**config.mk**
```make
export PLATFORM = sky130hd
export DESIGN_NAME = psum_accumulator
export DESIGN_NICKNAME = d
export VERILOG_FILES = /design/src/source/conv_sum_pkg.sv /design/src/source/psum_accumulator.sv
export SDC_FILE = /design/constraint.sdc
export NUM_CORES = 1
export LEC_CHECK = 0
export BUFFER_PORTS_ARGS = -buffer_cell sky130_fd_sc_hd__buf_2
export CAP_MARGIN = 0
export CORE_MARGIN = 2
export CORE_UTILIZATION = 42
export DETAILED_ROUTE_END_ITERATION = 10
export GPL_TIMING_DRIVEN = 0
export PLACE_DENSITY = 0.69
export SKIP_LAST_GASP = 1
export SYNTH_ARGS = -nofsm -noshare
export SYNTH_HDL_FRONTEND = slang
export SYNTH_SLANG_ARGS = --single-unit
```
**constraint.sdc**
```tcl
create_clock -name clk -period 5.4 [get_ports clk]
set_input_delay 0.54 -clock clk [delete_from_list [all_inputs] [get_ports clk]]
set_output_delay 0.54 -clock clk [all_outputs]
set_load 0.05 [all_outputs]
```
**src/source/conv_sum_pkg.sv**
```systemverilog
// Convolution partial-sum definitions

package conv_sum_pkg;

    // lane and dimension widths
    localparam int DATA_W  = 24;
    localparam int DIM_W   = 12;
    localparam int GROUP_W = 10;

    // 512 bank entries
    localparam int ADDR_W = 9;

    // one lane, unsigned, wraps on overflow
    typedef logic [DATA_W-1:0] lane_t;

    // frame configuration, 46 bits
    typedef struct packed {
        logic [DIM_W-1:0]   img_h;
        logic [DIM_W-1:0]   img_w;
        logic [DIM_W-1:0]   ch_cycles;
        logic [GROUP_W-1:0] out_groups;
    } conv_cfg_t;

    // frame sequence of the controller
    typedef enum logic [1:0] {
        IDLE   = 2'd0,
        CONFIG = 2'd1,
        CAL    = 2'd2,
        CYCLE  = 2'd3
    } ctrl_state_t;

endpackage

```
**src/source/psum_accumulator.sv**
```systemverilog
// Lane-parallel partial-sum accumulator

module psum_accumulator #(
    parameter int LANES = 4
) (
    input  logic                                clk,
    input  logic                                rst_n,
    input  conv_sum_pkg::lane_t [LANES-1:0]     inter_data,
    input  logic                                inter_valid,
    input  logic [conv_sum_pkg::ADDR_W-1:0]     rd_addr,
    input  logic                                first_pass,
    input  logic                                last_pass,
    input  conv_sum_pkg::lane_t [LANES-1:0]     rd_data,
    output logic                                wr_en,
    output logic [conv_sum_pkg::ADDR_W-1:0]     wr_addr,
    output conv_sum_pkg::lane_t [LANES-1:0]     wr_data,
    output conv_sum_pkg::lane_t [LANES-1:0]     sum_data,
    output logic                                sum_valid
);

    conv_sum_pkg::lane_t [LANES-1:0] data_d1;
    conv_sum_pkg::lane_t [LANES-1:0] data_d2;
    conv_sum_pkg::lane_t [LANES-1:0] operand;
    conv_sum_pkg::lane_t [LANES-1:0] result;
    logic [conv_sum_pkg::ADDR_W-1:0] addr_d;
    logic                            valid_d1;
    logic                            valid_d2;
    logic                            first_d1;
    logic                            first_d2;
    logic                            last_d1;
    logic                            last_d2;
    logic                            chain_hit;

    //////////////////////////////////////////////////////////////////////
    // line up the beat with its bank read
    //////////////////////////////////////////////////////////////////////

    always_ff @(posedge clk) begin
        data_d1  <= inter_data;
        data_d2  <= data_d1;
        addr_d   <= rd_addr;
        first_d1 <= first_pass;
        first_d2 <= first_d1;
        last_d1  <= last_pass;
        last_d2  <= last_d1;
    end

    always_ff @(posedge clk) begin
        if (!rst_n) begin
            valid_d1 <= 1'b0;
            valid_d2 <= 1'b0;
        end else begin
            valid_d1 <= inter_valid;
            valid_d2 <= valid_d1;
        end
    end

    // previous beat to the same entry is not in the bank yet
    assign chain_hit = wr_en && (wr_addr == addr_d);
    assign operand   = chain_hit ? wr_data : rd_data;

    always_comb begin
        for (int i = 0; i < LANES; i++) begin
            result[i] = first_d2 ? data_d2[i] : data_d2[i] + operand[i];
        end
    end

    //////////////////////////////////////////////////////////////////////
    // write back and output
    //////////////////////////////////////////////////////////////////////

    always_ff @(posedge clk) begin
        wr_data <= result;
        wr_addr <= addr_d;
    end

    always_ff @(posedge clk) begin
        if (!rst_n) begin
            wr_en     <= 1'b0;
            sum_valid <= 1'b0;
        end else begin
            wr_en     <= valid_d2;
            sum_valid <= valid_d2 && last_d2;
        end
    end

    assign sum_data = wr_data;

    a_no_write_in_reset: assert property (
        @(posedge clk) !rst_n |=> !wr_en
    );

endmodule

```
== Yosys cells after proc, flatten, opt, wreduce, memory -nomap -nowiden ==
Index checks and enable logic that the tools add are counted.

* Register bits: 314

* Reduce and logical (&&, ||, !) cells: 2
* Multiplexer cells: 5
* Add/subtract/negate cells: 4
* Equality and inequality tests: 1

{| class="wikitable"
|+ Operators with widths
! cell !! count
|-
| 24-bit adder || 4
|-
| 24-bit two-way mux || 4
|-
| 96-bit two-way mux || 1
|-
| 9-bit equality test || 1
|-
| 1-bit logical AND || 2
|}

== Longest topological paths before layout ==
* Depth in word-level cells: 5
* Depth in mapped cells: 15

== Worst setup path after synthesis ==
No wires, ideal clock.

* Kind: reg2reg
* Start point: register wr_addr[0] (netlist name)
* End point: register wr_data (netlist bit sum_data[70])
* Slack: 1.013 ns
* Period minus slack after synthesis: 4.387 ns
* Arrival: 4.326 ns
* Buffers on the path: 2
* Stages on the path, launching flop included: 16
* Cells stage by stage: dfxtp_1 -> xnor2_1 -> nand4_1 -> nor3_2 -> clkbuf_1 -> buf_2 -> mux2_2 -> ha_1 -> fa_1 -> a21o_1 -> a21oi_1 -> o211ai_1 -> a221oi_2 -> nor2_1 -> or4_1 -> nand3_1

{| class="wikitable"
|+ RTL lines
! what !! RTL line !! source
|-
| start, declared || psum_accumulator.sv:15 || <nowiki>output logic [conv_sum_pkg::ADDR_W-1:0] wr_addr,</nowiki>
|-
| start signal, assigned || psum_accumulator.sv:74 || <nowiki>wr_addr <= addr_d;</nowiki>
|-
| end signal, assigned || psum_accumulator.sv:73 || <nowiki>wr_data <= result;</nowiki>
|-
| end, declared || psum_accumulator.sv:16 || <nowiki>output conv_sum_pkg::lane_t [LANES-1:0] wr_data,</nowiki>
|}

==> flow_metrics.tcl <==
set metrics [dict create \
    rsz0062_at_grt "false" \
    syn_area_per_cell_um2 10.1 \
    remaining_design_rule_violation_count 0 \
    period_minus_slack_ps 4610 \
    fmax_ghz 0.217 \
    preCtsSetupSlack_ps -274 \
    dominantRegCellSynth "dfxtp_1" \
    detail_route.vias_per_cell 5.04 \
    grt_pass1_vias 11600 \
    share_of_synthesized_area_occupied_by_flip_flops_and_latches_pct 44.2 \
    status "finished clean" \
    post_synth_inst_count 1405 \
    timing.hold.worst.class "input pin to register" \
    cts_inserted_buffers 34 \
    startpoint_type "register" \
    adder_cell_area_share_of_the_yosys_netlist_pct 9.72 \
    core_area_um2 33400 \
    synth.mux.area_fraction_pct 8.65 \
    clock_sink_count 314 \
    timing_worst_slew_pin_value_ps 1090 \
    fin_ws_ps 793 \
    hpwlAfterDp_um 31300 \
    max-slew-margin-rel_pct 27.5 \
    floorplan.die.height_um 188 \
    grt_pass1_wl_um 61900 \
    post_drt_wl_per_cell_um 17.3 \
    final_cell_area_um2 18000 \
    fillers 2980 \
    finalHoldViolCount 0 \
    clk_root_buffer_cell "clkbuf_16" \
    timing_worst_setup_path_type "register to register" \
    die_area_um2 35300 \
    clock_tree_skew_after_final_layout_ps 12.4 \
    leakagePower_nw 8.50 \
    number_of_synthesized_register_bits 314 \
    io_buf_count 408 \
    worst_ep_arrival_time_ps 5000 \
    final_min_period_over_clock_period_pct 85.3 \
    yosys.area_share.xor_xnor_pct 5.42 \
    max_slew_violation_count 0 \
    worst_path_most_repeated_cell "o211ai_1" \
    cp.buffers_inverters 3 \
    setup-violations-final 0 \
    irDropWorstVdd_mv 0.307 \
    cellPowerDensity_nw_per_um2 386 \
    fp.dieW_um 188 \
    nets 2164 \
    clk_pin_slew_worst_paths_ps 60 \
    synth_simple_gate_area_share_pct 8.32 \
    ctsHtreeMaxLevel 2 \
    critPathRequiredTime_ps 5790 \
    cts.path.max_buffers 3 \
    synthesis.area_um2 14200 \
    mappedNetlistNets 1719 \
    cts_tree "built" \
    synth-edff-count 0 \
    critical-path-slowest-cell "clkbuf_1" \
    synth_top_family_by_area "compound AO/OA/AOI/OAI gates" \
    grt_start_max_net_pins 14 \
    wl_um 40100 \
    synth_compound_gate_area_share_pct 16.3 \
    layout_common_cells "416 x buf_2, 314 x dfxtp_1, 136 x nand2_1, 108 x o21ai_0, 104 x ha_1" \
    worst_path_largest_cell_delay_ps 680 \
    grt_antenna_before_repair 6 \
    ioPinCount 409 \
    synth_async_sr_flop_share_pct 0 \
    placed_cell_area_um2 16800 \
    globalRoute.totalOverflow 0 \
    core.rowCount 67 \
    dp_cells 2261 \
    grt_usage_pct 22.1 \
    postLayoutCoreUtil_pct 53.9 \
    clkLatencyLatePin_ps 510 \
    detail-route-antenna-nets 0 \
    drtPass1Iterations 5 \
    synth_cell_types 65 \
    path_delay_family "compound AO/OA/AOI/OAI gates" \
    post_layout_nonfiller_instances 2322 \
    gp_congestion 0.923 \
    drt_iter0_markers 579 \
    crit_path_cell_trace "xnor2_1, nand4_1, nor3_4, buf_12, buf_4, clkbuf_1, mux2_2, ha_1, o211ai_1, o21ai_0, o211ai_1, a21oi_1, o211ai_1, a21o_1, a31o_2" \
    syn2layout_area_growth_pct 26.8 \
    start_util_pct 42.5 \
    worstPathMaxFanout 11 \
    drv.max_cap_violation_count 0 \
    synthesis.yosys.warnings 0 \
    final_layout_size_suffix_gt1_share_pct 37.0 \
    via_count 11700 \
    layout.cells.most_common "buf_2" \
    worst_setup_path_end_kind "register" \
]
## routing by layer
layer / GRT usage [%] / wire [um] / vias to the layer above
met5: 0 / 27 / -
met4: 6.60 / 970 / 4
met3: 4.01 / 2470 / 75
met2: 39.3 / 19400 / 426
met1: 27.2 / 17300 / 5420
li1: - / - / 5769
## synth_stat cells (32+ instances only)
cell type	n	share of area, %
dfxtp_1	314	44
nand2_1	136	3.6
o21ai_0	108	3.8
ha_1	104	9.2
mux2_2	103	8.2
buf_4	96	5.1
a21oi_1	77	2.7
xnor2_1	56	3.5
a21o_1	55	2.9
nor2_1	41	1.1
clkbuf_1	33	0.87
xor2_1	32	2.0
## cells by family (layout without fill, tap and decap cells)
group	after synthesis	after routing
compound gates	358	358
xor+xnor	88	88
fa+ha+maj	108	108
buf+inv	169	634
flops	314	314
mux	110	110
other cells	0	4
simple gates	258	258
## area by class of cell
class                      count  area [um2]  area share (%)
timing repair buffer         410        2070            11.5
tap                          448         561            3.11
antenna                        4        10.0          0.0556
sequential                   314        6290            34.9
clock buffer                  44         980            5.44
clock inverter                12         175           0.972
inverter                      24        90.1           0.500
multi-input combinational    922        6890            38.3
buffer                       144         953            5.29
## power by group
group / total, mW / switching, mW / leakage [nW] / internal [mW]
combinational: 1.93 / 1.30 / 5.29 / 0.634
clock: 2.39 / 0.918 / 0.562 / 1.47
sequential: 2.64 / 0.132 / 2.65 / 2.51
## sequential cells by signal, indices dropped and copies added (netlist names), 9 cells and up
name,count
data_d2,96
addr_d,9
sum_data,96
data_d1,96
wr_addr,9
## metrics by stage
| stage | hold WS (ps) | setup TNS, ps | power [mW] |
|---|---|---|---|
| final | 128 | 0 | 6.96 |
| after global routing | 110 | 0 | 7.25 |
| after CTS | 104 | 0 | 7.01 |
| after detailed placement | 312 | -1650 | 4.61 |
| after global placement | 311 | -667 | 4.59 |
| after floorplan | 310 | 0 | 4.14 |
## final timing paths
| kind | startpoint | cells after the start | slack [ps] | to |
|---|---|---|---|---|
| min | inter_data[13] | 1 | 130 | data_d1[13] |
| min reg2reg | data_d1[54] | 0 | 320 | data_d2[54] |
| max | addr_d[5] | 15 | 790 | sum_data[45] |
| max reg2reg | addr_d[5] | 15 | 790 | sum_data[45] |
## timing repair
| item | in CTS | in global routing |
|---|---|---|
| hold buffers | 0 | 0 |
| resized for setup | 2 | 0 |
| pin swaps | 1 | 0 |
| setup buffers | 2 | 0 |
| endpoints found under the setup margin | 14 | 2 |
(Power assumes the default switching activity.)
