--- config.mk ---
export PLATFORM = sky130hd
export DESIGN_NAME = psum_sequencer
export DESIGN_NICKNAME = d
export VERILOG_FILES = /design/src/source/conv_sum_pkg.sv /design/src/source/psum_sequencer.sv
export SDC_FILE = /design/constraint.sdc
export NUM_CORES = 1
export LEC_CHECK = 0
export BUFFER_PORTS_ARGS = -buffer_cell sky130_fd_sc_hd__clkbuf_2
export CELL_PAD_IN_SITES_DETAIL_PLACEMENT = 1
export CELL_PAD_IN_SITES_GLOBAL_PLACEMENT = 1
export CORE_UTILIZATION = 41
export CTS_BUF_LIST = sky130_fd_sc_hd__clkbuf_4 sky130_fd_sc_hd__clkbuf_8
export DETAILED_ROUTE_END_ITERATION = 10
export GPL_ROUTABILITY_DRIVEN = 0
export PLACE_DENSITY_LB_ADDON = 0.08
export SLEW_MARGIN = 20
export SYNTH_ARGS = -nofsm -noshare
export SYNTH_HDL_FRONTEND = slang
export SYNTH_SLANG_ARGS = --single-unit
export TNS_END_PERCENT = 50
--- constraint.sdc ---
create_clock -name clk -period 4.3 [get_ports clk]
set_clock_uncertainty 0.2 [all_clocks]
set_input_delay 0.43 -clock clk [delete_from_list [all_inputs] [get_ports clk]]
set_output_delay 0.43 -clock clk [all_outputs]
set_load 0.01 [all_outputs]
--- src/source/conv_sum_pkg.sv ---
// Convolution partial-sum definitions

package conv_sum_pkg;

    // lane and dimension widths
    localparam int DATA_W  = 24;
    localparam int DIM_W   = 12;
    localparam int GROUP_W = 10;

    // 512 bank entries
    localparam int ADDR_W = 9;

    // one lane, unsigned, wraps on overflow
    typedef logic [DATA_W-1:0] lane_t;

    // frame configuration, 46 bits
    typedef struct packed {
        logic [DIM_W-1:0]   img_h;
        logic [DIM_W-1:0]   img_w;
        logic [DIM_W-1:0]   ch_cycles;
        logic [GROUP_W-1:0] out_groups;
    } conv_cfg_t;

    // frame sequence of the controller
    typedef enum logic [1:0] {
        IDLE   = 2'd0,
        CONFIG = 2'd1,
        CAL    = 2'd2,
        CYCLE  = 2'd3
    } ctrl_state_t;

endpackage

--- src/source/psum_sequencer.sv ---
// Position counters and bank read address

module psum_sequencer (
    input  logic                              clk,
    input  conv_sum_pkg::conv_cfg_t           cfg,
    input  logic                              count_clr,
    input  logic                              inter_valid,
    output logic [conv_sum_pkg::ADDR_W-1:0]   rd_addr,
    output logic                              first_pass,
    output logic                              last_pass
);

    localparam int DIM_W   = conv_sum_pkg::DIM_W;
    localparam int GROUP_W = conv_sum_pkg::GROUP_W;
    localparam int ADDR_W  = conv_sum_pkg::ADDR_W;

    logic [DIM_W-1:0]   col;
    logic [DIM_W-1:0]   pass;
    logic [GROUP_W-1:0] grp;
    logic [DIM_W-1:0]   row;
    logic               col_last;
    logic               grp_last;
    logic               row_last;
    logic [ADDR_W-1:0]  addr_next;

    assign col_last = (col == cfg.img_w - DIM_W'(1));
    assign grp_last = (grp == cfg.out_groups - GROUP_W'(1));
    assign row_last = (row == cfg.img_h - DIM_W'(1));

    assign first_pass = (pass == '0);
    assign last_pass  = (pass == cfg.ch_cycles - DIM_W'(1));

    // column fastest, then pass, group, row
    always_ff @(posedge clk) begin
        if (count_clr) begin
            col  <= '0;
            pass <= '0;
            grp  <= '0;
            row  <= '0;
        end else if (inter_valid) begin
            col <= col_last ? '0 : col + DIM_W'(1);
            if (col_last) begin
                pass <= last_pass ? '0 : pass + DIM_W'(1);
            end
            if (col_last && last_pass) begin
                grp <= grp_last ? '0 : grp + GROUP_W'(1);
            end
            if (col_last && last_pass && grp_last) begin
                row <= row_last ? '0 : row + DIM_W'(1);
            end
        end
    end

    // one bank row per group, img_w entries wide
    assign addr_next = ADDR_W'(col + cfg.img_w * DIM_W'(grp));

    always_ff @(posedge clk) begin
        if (inter_valid) begin
            rd_addr <= addr_next;
        end
    end

    a_bank_fits: assert property (
        @(posedge clk)
        inter_valid |-> (32'(cfg.img_w) * 32'(cfg.out_groups) <= (32'd1 << ADDR_W))
    );

endmodule

* After elaboration in Yosys (flattened, before gate mapping) *
Cells that the tools add are included.

cells by class
  $add $sub $neg = 7
  $mul = 1
  equal/unequal tests = 3
  mux-type cells = 3
  reductions and logical operators = 4

operators with widths
  kind                                                 number
  adder 12 x 1 -> 12 bit (second input constant)       2
  equality test 12 bit                                 2
  two-way mux 12 bit                                   2
  subtractor 12 x 1 -> 12 bit (second input constant)  2
  logical NOT 12 bit                                   1
  multiplier 12 x 10 -> 9 bit                          1
  adder 10 x 1 -> 10 bit (second input constant)       1
  equality test 10 bit                                 1
  two-way mux 10 bit                                   1
  subtractor 10 x 1 -> 10 bit (second input constant)  1
  adder 9 bit                                          1
  AND reduction 2 bit                                  2
  logical AND 1 bit                                    1

word-level totals
  flip-flop bits (word level) = 43
  input port bits = 49
  output and inout port bits = 11
  word-level logic and storage cells = 22

* Depth between registers and ports, before layout *
  depth in word-level cells = 4
  gate-level depth with buffers = 17
  mapped depth without buffers = 16

* Least setup slack after synthesis *
OpenSTA, ideal clock, no wires.

  kind = input -> register
  start point = input port cfg[29] (netlist bit)
  end point = register rd_addr[8] (netlist bit) (data pin)
  setup time = 0.260 ns
  arrival = 4.118 ns
  required time = 3.840 ns
  setup slack = -0.278 ns
  cell stages on the path = 17
  path buffers = 1
  cells stage by stage = clkbuf_1 nand2_1 fa_1 inv_1 fa_1 inv_1 fa_1 inv_1 fa_1 inv_1 fa_1 xor2_1 xnor2_1 xnor2_1 xnor2_1 xnor2_1 xnor2_1

between the ends
  cells in the longest elaborated chain, start to end = 2

RTL lines
  item                         RTL line              text
  start: declaration           psum_sequencer.sv:5   input conv_sum_pkg::conv_cfg_t cfg,
  multiplier 12 x 10 -> 9 bit  psum_sequencer.sv:55  assign addr_next = ADDR_W'(col + cfg.img_w * DIM_W'(grp));
  adder 9 bit                  psum_sequencer.sv:55
  named net addr_next[8]       psum_sequencer.sv:24  logic [ADDR_W-1:0] addr_next;
  end signal: assignment       psum_sequencer.sv:59  rd_addr <= addr_next;
  end: declaration             psum_sequencer.sv:8   output logic [conv_sum_pkg::ADDR_W-1:0] rd_addr,

The timed path passes the listed nets, and every way through them passes these cells.
A chain may end at the register's enable or synchronous reset.

* Worst setup path after layout *
  start point = register grp[1]
  end point = register rd_addr[8] (netlist bit) (data pin)

between the ends
  cells in the longest elaborated chain, start to end = 2

RTL lines
  item                         RTL line              text
  start: declaration           psum_sequencer.sv:19  logic [GROUP_W-1:0] grp;
  start signal: assignment     psum_sequencer.sv:46  grp <= grp_last ? '0 : grp + GROUP_W'(1);
  multiplier 12 x 10 -> 9 bit  psum_sequencer.sv:55
  adder 9 bit                  psum_sequencer.sv:55
  named net addr_next[8]       psum_sequencer.sv:24

The timed path passes the listed nets, and every way through them passes these cells.

==> results.cfg <==
[pwr]
switching_share_pct = 26.9
power.internal_mw = 0.709
power_density_nw_per_um2 = 178
total_power_mw = 0.969
seqPwrFrac_pct = 43.6
p_comb_share_pct = 15.0
vdd_drop_max_mv = 0.113
p_leak_nw = 2.28
p_sw_mw = 0.260
p_clk_share_pct = 41.4

[logic_synthesis]
ys_ff_latch = 43
async_reset_ff_share_pct = 0
synth-main-ff-cell = dfxtp_1
syn_area_per_cell_um2 = 8.25
ys_types = 64
synth-seq-area-share_pct = 20.4
syn_nets = 668
syn_area_um2 = 4670
synth.area.top_cells = dfxtp_1 15%, fa_1 9.4%, xnor2_1 8.6%
yosys.area.top_type_share_pct = 14.6
synth_area_leader_cell = dfxtp_1
synth_enable_flop_cells = 9
ys_warn_count = 0
netlist_instances = 566

[finish]
regArea_um2 = 961
multi_input_area_um2 = 3430
area_delta_synth_final_pct = 16.6
diodes = 0
fin_area_um2 = 5450
drive_above_1_share_pct = 19.5
layout.cells.non_filler = 772
fill_cells = 1345
final_util_pct = 49.6
nNetsFinal = 733

[routing]
viasPerCell = 5.52
dr.pass1.iters = 4
routed_wl_mm = 12.8
ant_nets = 0
drc_errors = 0
post_drt_wl_per_cell_um = 16.6
dr.first_iter.drc_count = 174
vias = 4262

[timing]
fmax_mhz = 232
post-route-period-util_pct = 100
hold_violations = 0
period_needed_ns = 4.30
finalSetupViolCount = 1
slew_violations = 0
setup_ws_ns = -0.00271
rsz0062_at_grt = true
tightestPinTransition_ns = 0.736
slew_headroom_pct = 50.2

[clock_tree]
cts_htree_levels = 2
numCtsBuffers = 5
cts_tree = built
clk_latency_ns = 0.33
clk_pin_slew_ns = 0.10
root_buffer = clkbuf_8
cts_buffer_depth = 2
cts_sinks = 43
hold_buffers = 0

[die]
die_x_um = 109
io_pins = 60
core_um2 = 11000
die_h_um = 109
rows = 38
dieArea_um2 = 11800
floorplan.initialDensity_pct = 42.5

[placement]
dpl.cell_count = 763
hpwl_mm = 10.3
dp_slack_ns = -0.204
port_buffers = 47
placed_area_um2 = 5270

[global_routing]
grt_max_degree = 21
grt_util_all_layers_pct = 23.3
grt_pass1_wl_mm = 21.5
grt-ovfl-total = 0
grt_pass1_vias = 4315
grt_antenna_before_repair = 0

[setup_path]
cp_max_fo = 5
startpoint_type = register
critical_path_class = reg2reg
required_ns = 4.18
critPathCaptureType = register
arrival_ns = 4.18
r2r_slack_ns = -0.003

[run_status]
status = complete, but fails checks
violations = negative setup slack

[hold_path]
hp-class = in2reg

[run]
max_cap_violations = 0
power groups by stage:
stage	Combinational [mW]	Clock (mW)	Sequential (mW)
after floorplan	0.0806	0	0.433
after global placement	0.138	0	0.433
after detailed placement	0.145	0	0.433
after CTS	0.146	0.414	0.423
after global routing	0.160	0.429	0.423
final	0.145	0.402	0.422
sequential cells by signal (all words and copies together), names as in the netlist:
signal	count
rd_addr	9
grp	10
col	12
pass	12
layer usage:
| metal | routed length, µm | GRT usage (%) | up-vias |
|---|---|---|---|
| li1 | - | - | 2097 |
| met1 | 6180 | 30.7 | 2096 |
| met2 | 6130 | 39.8 | 54 |
| met3 | 314 | 3.77 | 15 |
| met4 | 168 | 5.21 | 0 |
| met5 | 0 | 0 | - |
final cells by class:
cell class | count | area share (%)
multi-input cells | 439 | 63.0
flip-flops and latches | 43 | 17.6
repair buffers | 88 | 9.97
inverters | 54 | 3.72
well taps | 140 | 3.22
clock buffers | 5 | 1.26
clock inverters | 3 | 1.24
logic make-up (layout without fill, tap and decap cells):
kind of cell    Yosys count  after routing  synth area share (%)
compound gates           93             93                  13.7
xor+xnor                 74             74                  14.2
fa+ha+maj                53             53                  17.7
buf+inv                  84            150                  7.34
flops                    43             43                  20.4
mux                       4              4                 0.857
simple gates            215            215                  25.9
worst max-delay path, stage by stage (launching register included):
cell and delay [ns]:
dfxtp_4 0.41, nand2_4 0.05, fa_1 0.50, inv_1 0.05, fa_1 0.47, inv_1 0.05, fa_1 0.48, inv_1 0.05
fa_1 0.48, inv_1 0.05, fa_2 0.35, xor2_2 0.16, xnor2_1 0.17, xnor2_1 0.15, xnor2_1 0.15, xnor2_1 0.19
xnor2_1 0.09
through the flow:
stage                      TNS, ns  hold WS, ns
final                     -0.00271        0.188
after global routing        -0.317        0.181
after CTS                  -0.0378        0.171
after detailed placement    -0.341        0.304
after global placement      -0.224        0.285
after floorplan                  0        0.270
synthesized netlist by cell type, drive strengths merged (12+ instances only):
cell type and count:
fa 22, xnor2 46, and2 15, o21ai 20
nor3 15, nand4 13, nor2 33, clkbuf 23
xor2 27, a21oi 26, inv 54, or3 12
nand2 52, dfxtp 34, nand3 12, ha 31
layout by cell type, fill, tap and decap left out, drive strengths merged, types with 8 or more instances in the layout:
master	instances
a21oi	26
and2	15
buf	41
clkbuf	52
dfxtp	34
edfxtp	9
fa	22
ha	31
inv	54
nand2	52
nand3	12
nand4	13
nor2	33
nor3	15
o21ai	20
o31ai	8
or3	12
or4	10
xnor2	46
xor2	27
final timing paths:
check             from          to  cells past startpoint
min          count_clr      grp[0]                      2
min reg2reg     grp[9]      grp[9]                      2
max             grp[1]  rd_addr[8]                     16
max reg2reg     grp[1]  rd_addr[8]                     16
what timing repair did:
action	CTS	global route
setup buffers	1	0
setup endpoints to repair	1	3
gates resized for setup	4	5
pin swaps	7	9
Power figures use the tool's default switching activity.
