**src/source/conv_sum_pkg.sv**
```systemverilog
// Convolution partial-sum definitions

package conv_sum_pkg;

    // lane and dimension widths
    localparam int DATA_W  = 24;
    localparam int DIM_W   = 12;
    localparam int GROUP_W = 10;

    // 512 bank entries
    localparam int ADDR_W = 9;

    // one lane, unsigned, wraps on overflow
    typedef logic [DATA_W-1:0] lane_t;

    // frame configuration, 46 bits
    typedef struct packed {
        logic [DIM_W-1:0]   img_h;
        logic [DIM_W-1:0]   img_w;
        logic [DIM_W-1:0]   ch_cycles;
        logic [GROUP_W-1:0] out_groups;
    } conv_cfg_t;

    // frame sequence of the controller
    typedef enum logic [1:0] {
        IDLE   = 2'd0,
        CONFIG = 2'd1,
        CAL    = 2'd2,
        CYCLE  = 2'd3
    } ctrl_state_t;

endpackage

```
**src/source/conv_sum_ctrl.sv**
```systemverilog
// Frame controller

module conv_sum_ctrl (
    input  logic                      clk,
    input  logic                      rst_n,
    input  logic                      s_config_valid,
    output logic                      s_config_ready,
    input  logic [31:0]               s_config_data,
    input  logic                      sum_valid,
    output conv_sum_pkg::conv_cfg_t   cfg,
    output logic                      count_clr,
    output logic                      busy,
    output conv_sum_pkg::ctrl_state_t status
);

    localparam int DIM_W  = conv_sum_pkg::DIM_W;
    localparam int LEN_W  = 2 * conv_sum_pkg::DIM_W + conv_sum_pkg::GROUP_W;

    conv_sum_pkg::ctrl_state_t state;
    conv_sum_pkg::ctrl_state_t state_next;
    logic                      cfg_take;
    logic                      word_sel;
    logic                      out_last;
    logic [LEN_W-1:0]          total_len;
    logic [LEN_W-1:0]          out_cnt;

    assign cfg_take = s_config_valid && s_config_ready;
    assign out_last = sum_valid && (out_cnt == total_len - LEN_W'(1));

    //////////////////////////////////////////////////////////////////////
    // state sequence
    //////////////////////////////////////////////////////////////////////

    always_comb begin
        state_next = state;
        case (state)
            conv_sum_pkg::IDLE:   state_next = conv_sum_pkg::CONFIG;
            conv_sum_pkg::CONFIG: if (cfg_take && word_sel) state_next = conv_sum_pkg::CAL;
            conv_sum_pkg::CAL:    state_next = conv_sum_pkg::CYCLE;
            conv_sum_pkg::CYCLE:  if (out_last) state_next = conv_sum_pkg::IDLE;
            default:              state_next = conv_sum_pkg::IDLE;
        endcase
    end

    always_ff @(posedge clk) begin
        if (!rst_n) begin
            state <= conv_sum_pkg::IDLE;
        end else begin
            state <= state_next;
        end
    end

    // ready opens after IDLE, closes on the second word
    always_ff @(posedge clk) begin
        if (!rst_n) begin
            s_config_ready <= 1'b0;
            word_sel       <= 1'b0;
        end else if (state == conv_sum_pkg::IDLE) begin
            s_config_ready <= 1'b1;
            word_sel       <= 1'b0;
        end else if (cfg_take) begin
            word_sel <= 1'b1;
            if (word_sel) begin
                s_config_ready <= 1'b0;
            end
        end
    end

    // word 0 is the image size, word 1 the channel setup
    always_ff @(posedge clk) begin
        if (cfg_take) begin
            if (!word_sel) begin
                cfg.img_w <= s_config_data[DIM_W-1:0];
                cfg.img_h <= s_config_data[2*DIM_W-1:DIM_W];
            end else begin
                cfg.ch_cycles  <= s_config_data[DIM_W-1:0];
                cfg.out_groups <= s_config_data[DIM_W+conv_sum_pkg::GROUP_W-1:DIM_W];
            end
        end
    end

    //////////////////////////////////////////////////////////////////////
    // output beat count
    //////////////////////////////////////////////////////////////////////

    always_ff @(posedge clk) begin
        if (state == conv_sum_pkg::CAL) begin
            total_len <= LEN_W'(cfg.img_h) * LEN_W'(cfg.img_w) * LEN_W'(cfg.out_groups);
        end
    end

    always_ff @(posedge clk) begin
        if (!rst_n || count_clr) begin
            out_cnt <= '0;
        end else if (sum_valid) begin
            out_cnt <= out_cnt + LEN_W'(1);
        end
    end

    assign count_clr = (state == conv_sum_pkg::CAL);
    assign busy      = (state != conv_sum_pkg::CYCLE);
    assign status    = state;

    a_cfg_only_in_config: assert property (
        @(posedge clk) disable iff (!rst_n)
        cfg_take |-> (state == conv_sum_pkg::CONFIG)
    );

endmodule

```
**config.mk**
```make
export PLATFORM = sky130hd
export DESIGN_NAME = conv_sum_ctrl
export DESIGN_NICKNAME = d
export VERILOG_FILES = /design/src/source/conv_sum_pkg.sv /design/src/source/conv_sum_ctrl.sv
export SDC_FILE = /design/constraint.sdc
export NUM_CORES = 1
export LEC_CHECK = 0
export BUFFER_PORTS_ARGS = -buffer_cell sky130_fd_sc_hd__buf_2
export CORE_ASPECT_RATIO = 0.8
export CORE_UTILIZATION = 55
export DETAILED_ROUTE_END_ITERATION = 6
export PLACE_DENSITY = 0.73
export SYNTH_ARGS = -nofsm -noshare
export SYNTH_HDL_FRONTEND = slang
export SYNTH_SLANG_ARGS = --single-unit
```
**constraint.sdc**
```tcl
create_clock -name clk -period 13.4 [get_ports clk]
set_input_delay 0.67 -clock clk [delete_from_list [all_inputs] [get_ports clk]]
set_output_delay 0.67 -clock clk [all_outputs]
set_load 0.05 [all_outputs]
```
# Yosys cells after proc, flatten, opt, wreduce, memory -nomap -nowiden
# Cells that the tools add are included.
[op_classes] add_sub_neg=2 multipliers=2 div=0 magnitude_cmp=0 n_eq_ne=7 shift=0 n_mux=6 bitwise_logic=2 reduce_logical=13
[op_table] cell="$add A34 B1 Y34 const B" n=1
[op_table] cell="$eq A34 B34 Y1" n=1
[op_table] cell="$mul A24 B10 Y34" n=1
[op_table] cell="$sub A34 B1 Y34 const B" n=1
[op_table] cell="$mul A12 B12 Y24" n=1
[op_table] cell="$pmux W2 S4" n=1
[op_table] cell="$reduce_and A2 Y1" n=4
[op_table] cell="$ne A2 B2 Y1 const B" n=3
[op_table] cell="$eq A2 B2 Y1 const B" n=2
[op_table] cell="$mux W2" n=2
[op_table] cell="$reduce_bool A2 Y1" n=2
[op_table] cell="$logic_and A1 B1 Y1" n=3
[op_table] cell="$mux W1" n=3
[op_table] cell="$eq A2 B1 Y1 const B" n=1
[op_table] cell="$logic_not A2 Y1" n=1
[op_table] cell="$not A1 Y1" n=2
[op_table] cell="$reduce_or A2 Y1" n=1
[op_table] cell="$logic_not A1 Y1" n=1
[op_table] cell="$logic_or A1 B1 Y1" n=1
[totals] regBits=118 latch_bits=0 ramBits=0 romBits=0 out_inout_bits=51 memories=0

# Logic depth before layout (Yosys ltp)
# Gate-level depths: netlist of the first run.
[depth] ltp_word=5 mapped_depth=39 depth_no_buf=38

# Worst setup path before layout of the first run
# Ideal clock, no wire load.
[synth_timing] path_kind="register to register" startpoint="reg cfg[25] in the netlist's numbering" endpoint="reg total_len[25], data pin" setup_time_ps=180 arrival_time_ps=10115 required_time_ps=13220 slack_ps=3105 path_stages_with_launch=34 n_path_buf=1 period_less_slack_ps=10295 cell_sequence="edfxtp_1 clkbuf_1 nand2_1 fa_1 fa_1 fa_1 inv_1 fa_1 inv_1 fa_1 inv_1 ha_1 a2111oi_0 o21ai_0 a31o_2 a21oi_1 xnor2_1 nand2_1 fa_1 fa_1 fa_1 inv_1 fa_1 inv_1 fa_1 inv_1 ha_1 a21oi_1 nor2b_1 a2111oi_0 a211oi_1 o21a_1 o21a_1 o311ai_1"
[synth_via] elab_chain_len=2
[synth_lines] element="from (decl)" line_no="conv_sum_ctrl.sv:10" source="output conv_sum_pkg::conv_cfg_t cfg,"
[synth_lines] element="$mul A12 B12 Y24" line_no="conv_sum_ctrl.sv:88" source="total_len <= LEN_W'(cfg.img_h) * LEN_W'(cfg.img_w) * LEN_W'(cfg.out_groups);"
[synth_lines] element="$mul A24 B10 Y34" line_no="conv_sum_ctrl.sv:88"
[synth_lines] element="to (signal assigned)" line_no="conv_sum_ctrl.sv:88"
[synth_lines] element="to (decl)" line_no="conv_sum_ctrl.sv:24" source="logic [LEN_W-1:0] total_len;"
# Every way passes these cells.
# A chain may end at the register's enable or synchronous reset.

# Final worst setup path of the first run
[layout_timing] startpoint="reg cfg[22] in the netlist's numbering" endpoint="reg total_len[32], data pin"
# Same word-level chain as after synthesis.

==> results of run 1 <==
## worst max-delay path: cells and delay by family (launching register included)
kind / cells / cell delay (ns)
AOI/OAI and AO/OA: 9 / 3.10
buffers and inverters: 6 / 0.29
and+or+nand+nor: 8 / 1.92
DFF: 1 / 0.85
adders and majority gates: 12 / 5.08
## registers in the layout, summed over array words and instances (netlist names)
| signal | flops |
|---|---|
| cfg | 46 |
| out_cnt | 34 |
| total_len | 34 |
| status | 2 |
| s_config_ready | 1 |
| word_sel | 1 |
## synth_stat cells (all sizes together) (22+ instances only)
cell type | n | area, µm²
nor3 | 22 | 110
and3 | 35 | 219
clkbuf | 66 | 248
dfxtp | 38 | 761
nor2 | 81 | 304
nand3 | 33 | 165
a21oi | 56 | 280
o21ai | 42 | 210
edfxtp | 80 | 2400
xnor2 | 63 | 552
inv | 317 | 1190
nand2 | 241 | 905
and2 | 143 | 895
xor2 | 36 | 315
fa | 274 | 5490
ha | 137 | 1710
## cell families after synthesis
logic type | after synthesis
buffers and inverters | 389
AOI/OAI and AO/OA | 193
muxes | 17
xor gates and xnor gates | 99
and+or+nand+nor | 686
DFF | 118
adders and majority gates | 411
## metal layers
layer / vias to the layer above / wire [µm] / global-route usage (%)
met5: - / 8 / 0
met4: 2 / 717 / 7.58
met3: 66 / 2370 / 4.74
met2: 383 / 18400 / 40.0
met1: 6791 / 17600 / 35.3
li1: 6209 / - / -
## through the flow
step           instance area (µm²)  cells
6_report                     18900   2379
5_1_grt                      18900   2379
4_1_cts                      18900   2379
3_5_place_dp                 18300   2347
3_3_place_gp                 18300   2347
2_1_floorplan                17600   1913
## layout make-up
| cell class | count | area [µm²] | area share [%] |
|---|---|---|---|
| Inverter | 317 | 1190 | 6.30 |
| Clock inverter | 11 | 85.1 | 0.450 |
| Tap cell | 420 | 526 | 2.78 |
| Sequential cell | 118 | 3160 | 16.7 |
| Multi-Input combinational cell | 1406 | 13000 | 68.8 |
| Timing Repair Buffer | 86 | 450 | 2.38 |
| Clock buffer | 21 | 484 | 2.56 |
## worst max-delay path by stage
stage | endpoint | depth (start not counted) | slack, ns
after floorplan | total_len[25] | 33 | 3.11
after global placement | total_len[32] | 35 | 2.11
after detailed placement | total_len[32] | 35 | 2.01
after CTS | total_len[32] | 35 | 1.97
after global routing | total_len[33] | 35 | 1.11
final | total_len[32] | 35 | 1.93
==> impl_metrics.json, run 1 <==
{
  "status": "completed",
  "worstHoldStart": "s_config_data[23]",
  "dp_slack_ns": 2.01,
  "relSlewSlack_pct": 20.9,
  "yosysSeqAreaShare_pct": 18.0,
  "areaGrowthSynthToFinish_pct": 7.24,
  "startpoint": "cfg[22]",
  "clock_path_buffers": 2,
  "num_vias": 13451,
  "setup.worst_path.class": "reg2reg",
  "viasPerCell": 5.65,
  "synthMuxAreaShare_pct": 1.00,
  "layout.nets": 2393,
  "htree_levels": 4,
  "final_cell_mix": "inv_1 (317), fa_1 (274), nand2_1 (241), and2_1 (143), ha_1 (136)",
  "setup_viol": 0,
  "fmax_mhz": 87.2,
  "drive_above_1_share_pct": 6.94,
  "min_path_type": "in2reg",
  "clock_latency_ns": 0.45,
  "synthSimpleGateAreaFrac_pct": 19.8,
  "ys.flop_type": "edfxtp_1",
  "hold_depth": 1,
  "synth.cell_area_mm2": 0.0176,
  "cp.required_ns": 13.60,
  "clock_sinks": 118,
  "holdPathEnd": "cfg[45]",
  "routedWlPerCell_um": 16.4,
  "synth_warnings": 0,
  "clock-root-buffer": "clkbuf_16",
  "antennaDiodeCount": 0,
  "crit_path_frequent_cell": "fa_1",
  "final_common_cell": "inv_1",
  "netlist_instances": 1913,
  "initial_utilization_pct": 55.9,
  "finalClockSkew_ns": 0.0160,
  "final_hold_viol_count": 0,
  "drt_pass1_iterations": 5,
  "drc": 0,
  "cts_tree": "yes",
  "fp.dieW_um": 202,
  "holdBufCountCts": 0,
  "worstRegToRegCells": 35,
  "finalMaxSlewViolations": 0,
  "core_area_mm2": 0.0315,
  "r2r_end": "total_len[32]",
  "rows": 58,
  "synth_fp_nets": 2360,
  "grtUsageTotal_pct": 25.2,
  "post-cts-setup-buffers": 0,
  "cp_max_fo": 22,
  "cts_buffers": 17,
  "ys_ff_latch": 118,
  "worstReg2RegStart": "cfg[22]",
  "grt_pass1_wl_um": 66200,
  "dp_hpwl_um": 30300,
  "numPortBuffers": 78,
  "hold_slack_ns": 0.396,
  "wl_um": 39100,
  "rsz0062_at_grt": "no",
  "drtAntennaViolNets": 0,
  "async_flop_share_pct": 0,
  "first_global_vias": 13733,
  "synth_top_family_by_area": "adder cells",
  "place_congestion": 0.894,
  "drtIter0Drc": 956,
  "min_period_over_period_pct": 85.6,
  "antenna_found_initial": 1,
  "setup-tns-final_ns": 0,
  "min_period_ns": 11.47,
  "cts.clk_slew.worst_paths_ns": 0.06,
  "globalRouteOverflowTotal": 0,
  "setup_slack_ns": 1.93,
  "io_pins": 87,
  "avgSynthCellArea_um2": 9.21,
  "maxCapViolCount": 0,
  "cp.arrival_ns": 11.67,
  "grt_max_degree": 38,
  "dieArea_mm2": 0.0328,
  "tightest_slew_ns": 1.18,
  "critPathSlowestCell": "edfxtp_1",
  "ctsResizeCount": 0,
  "synth_cell_types": 67,
  "die_y_um": 162,
  "synthXorXnorAreaFrac_pct": 4.92,
  "r2r_slack_ns": 1.93,
  "utilization_pct": 60.0,
  "max_stage_delay_ns": 0.85,
  "synthAdderAreaFrac_pct": 40.9,
  "end_kind": "flip-flop",
  "synth-compound-area-share_pct": 7.06,
  "cp-start-kind": "flip-flop",
  "synth-edff-count": 80,
  "fillers": 2718
}
Power of run 1 is not shown: default switching activity piles up to over one toggle a cycle in this logic, so the estimate is an artifact.
==> inputs of run 2 (changes only) <==
--- a/config.mk
+++ b/config.mk
@@ -7,9 +7,9 @@
 export LEC_CHECK = 0
 export BUFFER_PORTS_ARGS = -buffer_cell sky130_fd_sc_hd__buf_2
 export CORE_ASPECT_RATIO = 0.8
-export CORE_UTILIZATION = 55
+export CORE_UTILIZATION = 50
 export DETAILED_ROUTE_END_ITERATION = 6
-export PLACE_DENSITY = 0.73
+export PLACE_DENSITY = 0.67
 export SYNTH_ARGS = -nofsm -noshare
 export SYNTH_HDL_FRONTEND = slang
 export SYNTH_SLANG_ARGS = --single-unit
==> run 2 against run 1 <==
Compared with the run above:
- cell area increased by 0.36%
- clock skew decreased by 0.0029 ns
- sequential share of layout area decreased by 0.060 points
- via count decreased by 0.74%
- die area increased by 9.9%
- utilization decreased by 5.4 points
- worst setup slack got worse by 0.12 ns
- flip-flop and latch count unchanged
- largest cell class unchanged
- cell count increased by 2.2%
- wire length increased by 0.42%
- count of clock-buffer cells in the layout decreased by 2
- global-route usage decreased by 2.3 points
==> impl_metrics.json, run 2 (synthesized netlist as in run 1, its figures left out) <==
{
  "drt_pass1_iterations": 7,
  "first_global_vias": 13204,
  "largest_register_ffs": 46,
  "clock_sinks": 118,
  "antennaDiodeCount": 0,
  "holdBufCountCts": 0,
  "drtAntennaViolNets": 0,
  "drive_above_1_share_pct": 6.99,
  "grt_pass1_wl_um": 65300,
  "fp.dieW_um": 212,
  "finalClockSkew_ns": 0.0131,
  "drc": 0,
  "rsz0062_at_grt": "no",
  "initial_utilization_pct": 50.7,
  "path_buf_inv": 6,
  "cp.arrival_ns": 11.79,
  "num_vias": 13351,
  "crit_cells": 35,
  "areaGrowthSynthToFinish_pct": 7.62,
  "drtIter0Drc": 915,
  "clock_path_buffers": 2,
  "grt_max_degree": 38,
  "htree_levels": 4,
  "end_kind": "flip-flop",
  "dieArea_mm2": 0.0360,
  "hold_depth": 1,
  "clock_latency_ns": 0.45,
  "cts_buffers": 17,
  "die_y_um": 170,
  "wl_um": 39300,
  "min_path_type": "in2reg",
  "rows": 61,
  "viasPerCell": 5.49,
  "worstRegToRegCells": 35,
  "finalMaxSlewViolations": 0,
  "top_register": "cfg",
  "grtUsageTotal_pct": 22.9,
  "crit_path_frequent_cell": "fa_1",
  "antenna_found_initial": 0,
  "cts.clk_slew.worst_paths_ns": 0.07,
  "setup_viol": 0,
  "place_congestion": 0.842,
  "fin_cells": 2432,
  "reg.largest.list": "cfg: 46 flops, out_cnt: 34 flops, total_len: 34 flops",
  "routedWlPerCell_um": 16.1,
  "final_hold_viol_count": 0,
  "maxCapViolCount": 0,
  "post-cts-setup-buffers": 0,
  "relSlewSlack_pct": 20.0,
  "final_common_cell": "inv_1",
  "globalRouteOverflowTotal": 0,
  "numPortBuffers": 78,
  "setup-tns-final_ns": 0,
  "fmax_mhz": 86.3,
  "layout.nets": 2394,
  "min_period_ns": 11.59,
  "clock-root-buffer": "clkbuf_16",
  "cp.required_ns": 13.59,
  "setup.worst_path.class": "reg2reg",
  "critPathSlowestCell": "edfxtp_1",
  "final_cell_mix": "inv_1 (317), fa_1 (274), nand2_1 (241), and2_1 (143), ha_1 (136)",
  "tightest_slew_ns": 1.17,
  "io_pins": 87,
  "cp-start-kind": "flip-flop",
  "cts_tree": "yes",
  "place_inst": 2400,
  "max_stage_delay_ns": 0.86,
  "cp_max_fo": 22,
  "status": "completed",
  "ctsResizeCount": 0,
  "dp_hpwl_um": 30400,
  "critPathTopFamily": "adder cells",
  "min_period_over_period_pct": 86.5,
  "core_area_mm2": 0.0347
}
run 2: layout make-up:
class,instances,area (µm²)
fillers,3153,15800
inverters,317,1190
repair buffers,87,458
well taps,472,591
flip-flops and latches,118,3160
multi-input cells,1406,13000
clock buffers,19,454
clock inverters,13,110
run 2: worst paths after layout:
kind | start | to | slack, ns
setup reg to reg | cfg[22] | total_len[32] | 1.81
hold reg to reg | out_cnt[33] | out_cnt[33] | 0.51
hold / removal | s_config_data[23] | cfg[45] | 0.40
setup / recovery | cfg[22] | total_len[32] | 1.81
run 2: worst register-to-register path, delay by kind of cell (launching register included):
family / cells / cell delay, ns
buffers and inverters: 6 / 0.30
AOI/OAI and AO/OA: 9 / 3.17
and+or+nand+nor: 8 / 1.90
adders and majority gates: 12 / 5.10
DFF: 1 / 0.86
run 2: routing by layer:
layer / GRT usage (%) / up-vias / share of wire (%)
met4: 6.11 / 0 / 1.6
met1: 33.3 / 6756 / 46
li1: - / 6213 / -
met3: 3.32 / 47 / 5.7
met2: 35.9 / 335 / 46
met5: 0 / - / 0
run 2: stage by stage:
step | setup WS (ns) | hold slack [ns] | cell area, µm² | utilization, %
global route | 1.26 | 0.389 | 19000 | 54.6
finish | 1.81 | 0.400 | 19000 | 54.6
detailed placement | 1.93 | 0.498 | 18400 | 53.0
global placement | 2.06 | 0.487 | 18400 | 53.0
CTS | 1.88 | 0.374 | 19000 | 54.6
floorplan | 3.11 | 0.470 | 17600 | -
Power of run 2 is left out for the same reason.
